`src/design/mem_pkg.sv`:
```
package mem_pkg;

    localparam int ADDR_WIDTH = 8;
    localparam int DATA_WIDTH = 32;
    localparam int MASK_WIDTH = DATA_WIDTH / 8;   // one enable per byte lane
    localparam int DEPTH = 2 ** ADDR_WIDTH;

    localparam int PORTS = 2;
    localparam int PORT_WIDTH = (PORTS > 1) ? $clog2(PORTS) : 1;

    localparam int PRE_ID_WIDTH = 2;                        // id as seen by a requester
    localparam int ID_WIDTH = PRE_ID_WIDTH + PORT_WIDTH;    // port index sits on top

    localparam int MAX_OUTSTANDING = 4;
    localparam int CNT_WIDTH = $clog2(MAX_OUTSTANDING + 1);

    // hold the grant on one port until its burst ends
    localparam bit BURST_LOCK = 1'b1;

    typedef enum logic {
        ARB_IDLE,
        ARB_LOCKED
    } arb_state_t;

endpackage

```
`src/design/outstanding_counter.sv`:
```
`timescale 1ns/100ps

module outstanding_counter (
    input  logic clk,
    input  logic rst_n,
    input  logic read_accept,
    input  logic read_done,
    output logic full
);
    import mem_pkg::*;

    logic [CNT_WIDTH-1:0] count;

    always_ff @(posedge clk) begin
        if (!rst_n) begin
            count <= '0;
        end else begin
            case ({read_accept, read_done})
                2'b10:   count <= count + 1'b1;
                2'b01:   count <= count - 1'b1;
                default: count <= count;   // both or neither leave it alone
            endcase
        end
    end

    assign full = (count >= CNT_WIDTH'(MAX_OUTSTANDING));

endmodule

```
`config.mk`:
```
export PLATFORM = sky130hd
export DESIGN_NAME = outstanding_counter
export DESIGN_NICKNAME = d
export VERILOG_FILES = /design/src/design/mem_pkg.sv /design/src/design/outstanding_counter.sv
export SDC_FILE = /design/constraint.sdc
export NUM_CORES = 1
export LEC_CHECK = 0
export BUFFER_PORTS_ARGS = -buffer_cell sky130_fd_sc_hd__buf_4
export CAP_MARGIN = 10
export CORE_AREA = 2 2 39 41
export CTS_CLUSTER_SIZE = 40
export DETAILED_ROUTE_END_ITERATION = 10
export DIE_AREA = 0 0 41 43
export SYNTH_ARGS = -nofsm -noshare
export SYNTH_HDL_FRONTEND = slang
export SYNTH_SLANG_ARGS = --single-unit
```
`constraint.sdc`:
```
create_clock -name clk -period 1.7 [get_ports clk]
set_clock_uncertainty 0.2 [all_clocks]
set_input_delay 0.17 -clock clk [delete_from_list [all_inputs] [get_ports clk]]
set_output_delay 0.17 -clock clk [all_outputs]
set_load 0.1 [all_outputs]
```
==> flow_summary_export.csv <==
group,metric,value,unit
synth,synth-edff-count,0,
final_layout,n_fill_cell,163,
floorplan,die_area,0.001763,mm^2
final_layout,fin_nets,35,
worst_setup_path,rr_startpoint,"count[1]",
cts,cts_tree,"built",
status,status,"finished clean",
cts,cts_setup_buffers,0,
placement,gp_congestion,0.6614,
final_layout,antennaDiodeCount,0,
placement,post-dp-hpwl,208,um
worst_setup_path,arrival,1.56,ns
cts,htree_levels,1,
placement,dp.cells,39,
worst_setup_path,r2r_cells,5,
synth,async_flop_share,0,%
worst_setup_path,critical_path_class,"reg2reg",
cts,cts_root_buf,"clkbuf_4",
sta,fin_crit,1.602,ns
placement,port_buffers,4,
synth,ys_seq_elements,3,
global_route,grt_overflow,0,
synth,synth_top_area_share,35.56,%
routing,ant_nets,0,
synth,synth_warnings,0,
sta,post-route-period-util,94.25,%
worst_setup_path,crit_fanout,2,
synth,synthTopCellsByCount,"inv_1 (4), dfxtp_1 (3), and2_1 (2), o21ai_0 (2)",
worst_setup_path,cpPeakStageDelay,0.39,ns
floorplan,core_area,0.001384,mm^2
floorplan,ios,5,
routing,drt_wl_total,281,um
worst_setup_path,cpMaxStageDelayCell,"fa_2",
worst_setup_path,cp-end-kind,"flop",
power_and_ir_drop,p_leak,0.1121,nW
global_route,antenna_found_initial,0,
global_route,grt_pass1_wl,496,um
worst_setup_path,rrSetupSlack,0.1,ns
sta,report.final.setup_viol,0,
synth,syn_inst,19,
floorplan,dieHeight,43,um
synth,ys_seq_area_share,35.56,%
sta,max_freq,0.6242,GHz
sta,finalHoldViolCount,0,
worst_setup_path,cp_data_required_time,1.66,ns
routing,vias,136,
final_layout,top_register,"count",
sta,rsz0062_at_grt,"no",
cts,cts_buffer_depth,2,
min_path,min_path_cells,4,
floorplan,dieWidth,41,um
power_and_ir_drop,power,283.8,uW
floorplan,rows,14,
global_route,grt_pass1_vias,137,
synth,synth_cell_types,12,
worst_setup_path,start_kind,"flop",
final_layout,final_cells,44,
final_layout,synthToLayoutAreaGrowth,55.56,%
synth,avgSynthCellArea,8.890,um^2
floorplan,start_util,12.21,%
sta,tightest_slew,0.2785,ns
synth,synthesis.nets,25,
routing,wire_per_inst,6.386,um
sta,slew_headroom,81.59,%
cts,clock_latency,0.23,ns
run,drv_cap,0,
synth,yosysMostFrequentCell,"inv_1",
cts,numCtsBuffers,3,
final_layout,largest_reg_flops,3,
min_path,hold-path-endpoint,"count[2]",
synth,synth.top_cells.by_area,"dfxtp_1 (36%), fa_1 (12%), inv_1 (8.9%)",
final_layout,reg_top3,"count (3)",
min_path,hold_class,"in2reg",
routing,drt_iter0_markers,0,
power_and_ir_drop,p_clk_share,43.4,%
power_and_ir_drop,p_per_area,1080,mW/mm^2
global_route,grt_max_degree,6,
power_and_ir_drop,switching_share,29.17,%
min_path,hold_start,"read_done",
final_layout,final_area,262.8,um^2
power_and_ir_drop,worst_ir_drop_vdd,0.3315,mV
synth,syn_area,168.9,um^2
global_route,grt_use_total,5.020,%
synth,synth-main-ff-cell,"dfxtp_1",
sta,slew_viol_final,0,
cts,cts.sinks,3,
routing,drc,0,
power_and_ir_drop,switchingPower,82.78,uW
power_and_ir_drop,power.internal,201.0,uW
power_and_ir_drop,comb_power_share,25.8,%
routing,firstDrtPassIters,1,
sta,fin_hold_ws,0.2349,ns
synth,yosys.area.top_type,"dfxtp_1",
worst_setup_path,crit_chain,"inv_1 > fa_2 > xor2_1 > or3_1 > a21boi_1",
worst_setup_path,worstReg2RegEnd,"count[2]",
routing,vias_per_cell,3.091,
power_and_ir_drop,seqPwrFrac,30.8,%
final_layout,fin_util,18.99,%
placement,dpl_cell_area,222.7,um^2
cts,path_clk_slew,0.04,ns
final_layout,drive_above_1_share,35.71,%
-- metrics by stage --
stage / setup slack (ns) / TNS [ns]
floorplan: 0.08153 / 0
global placement: -0.06910 / -0.06910
detailed placement: -0.06723 / -0.06723
CTS: 0.01671 / 0
global route: 0.005688 / 0
finish: 0.09782 / 0
-- metal layers --
layer | global-route usage [%] | wire length, um
met1 | 5.466 | 161
met2 | 4.688 | 89
met3 | 7.853 | 31
met4 | 2.000 | 0
met5 | 0 | 0
-- worst max-delay path, delay by kind of cell, from the launching register on --
kind / cells / cell delay (ns)
xor+xnor: 1 / 0.15
flops: 1 / 0.32
simple gates: 1 / 0.30
buf+inv: 1 / 0.06
fa+ha+maj: 1 / 0.39
compound gates: 1 / 0.12
-- power by group through the flow --
stage / combinational, mW / clock (mW) / sequential (mW)
after global routing: 0.0829 / 0.145 / 0.0886
after global placement: 0.0707 / 0 / 0.0874
after CTS: 0.0733 / 0.132 / 0.0866
after floorplan: 0.0554 / 0 / 0.0866
final: 0.0734 / 0.123 / 0.0873
after detailed placement: 0.0716 / 0 / 0.0877
-- how the worst max path moves through the flow --
stage	from	end	cells past startpoint
floorplan	read_accept	count[2]	7
global placement	read_accept	count[2]	8
detailed placement	read_accept	count[2]	8
CTS	count[1]	count[2]	5
global route	count[1]	count[2]	5
finish	count[1]	count[2]	5
-- cells by family (layout without fill, tap and decap cells) --
family,count (synthesis),after routing,share of synthesized area [%]
AND/OR/NAND/NOR,4,4,13.33
XOR/XNOR,2,2,10.37
adder cells (fa/ha/maj),2,2,19.26
flip-flops,3,3,35.56
AO/OA/AOI/OAI,3,3,10.37
buffers and inverters,5,14,11.11
-- timing repair --
action,CTS,global route
hold buffers,1,0
hold endpoints to repair,3,0
endpoints found under the setup margin,0,1
gates resized for setup,0,2
-- cell usage in the layout, fill, tap and decap left out, types with 2 or more instances in the layout --
cell / count
and2_1: 2
buf_4: 5
clkbuf_4: 3
dfxtp_1: 2
inv_1: 4
o21ai_0: 2
-- layout make-up --
cell class	instances	area, um^2	area share [%]
sequential	3	61.31	23.33
timing repair buffer	6	47.55	18.10
multi-input combinational	11	92.59	35.24
clock buffer	4	26.28	10.00
inverter	4	15.01	5.714
tap	16	20.02	7.619
(Power assumes the default switching activity.)
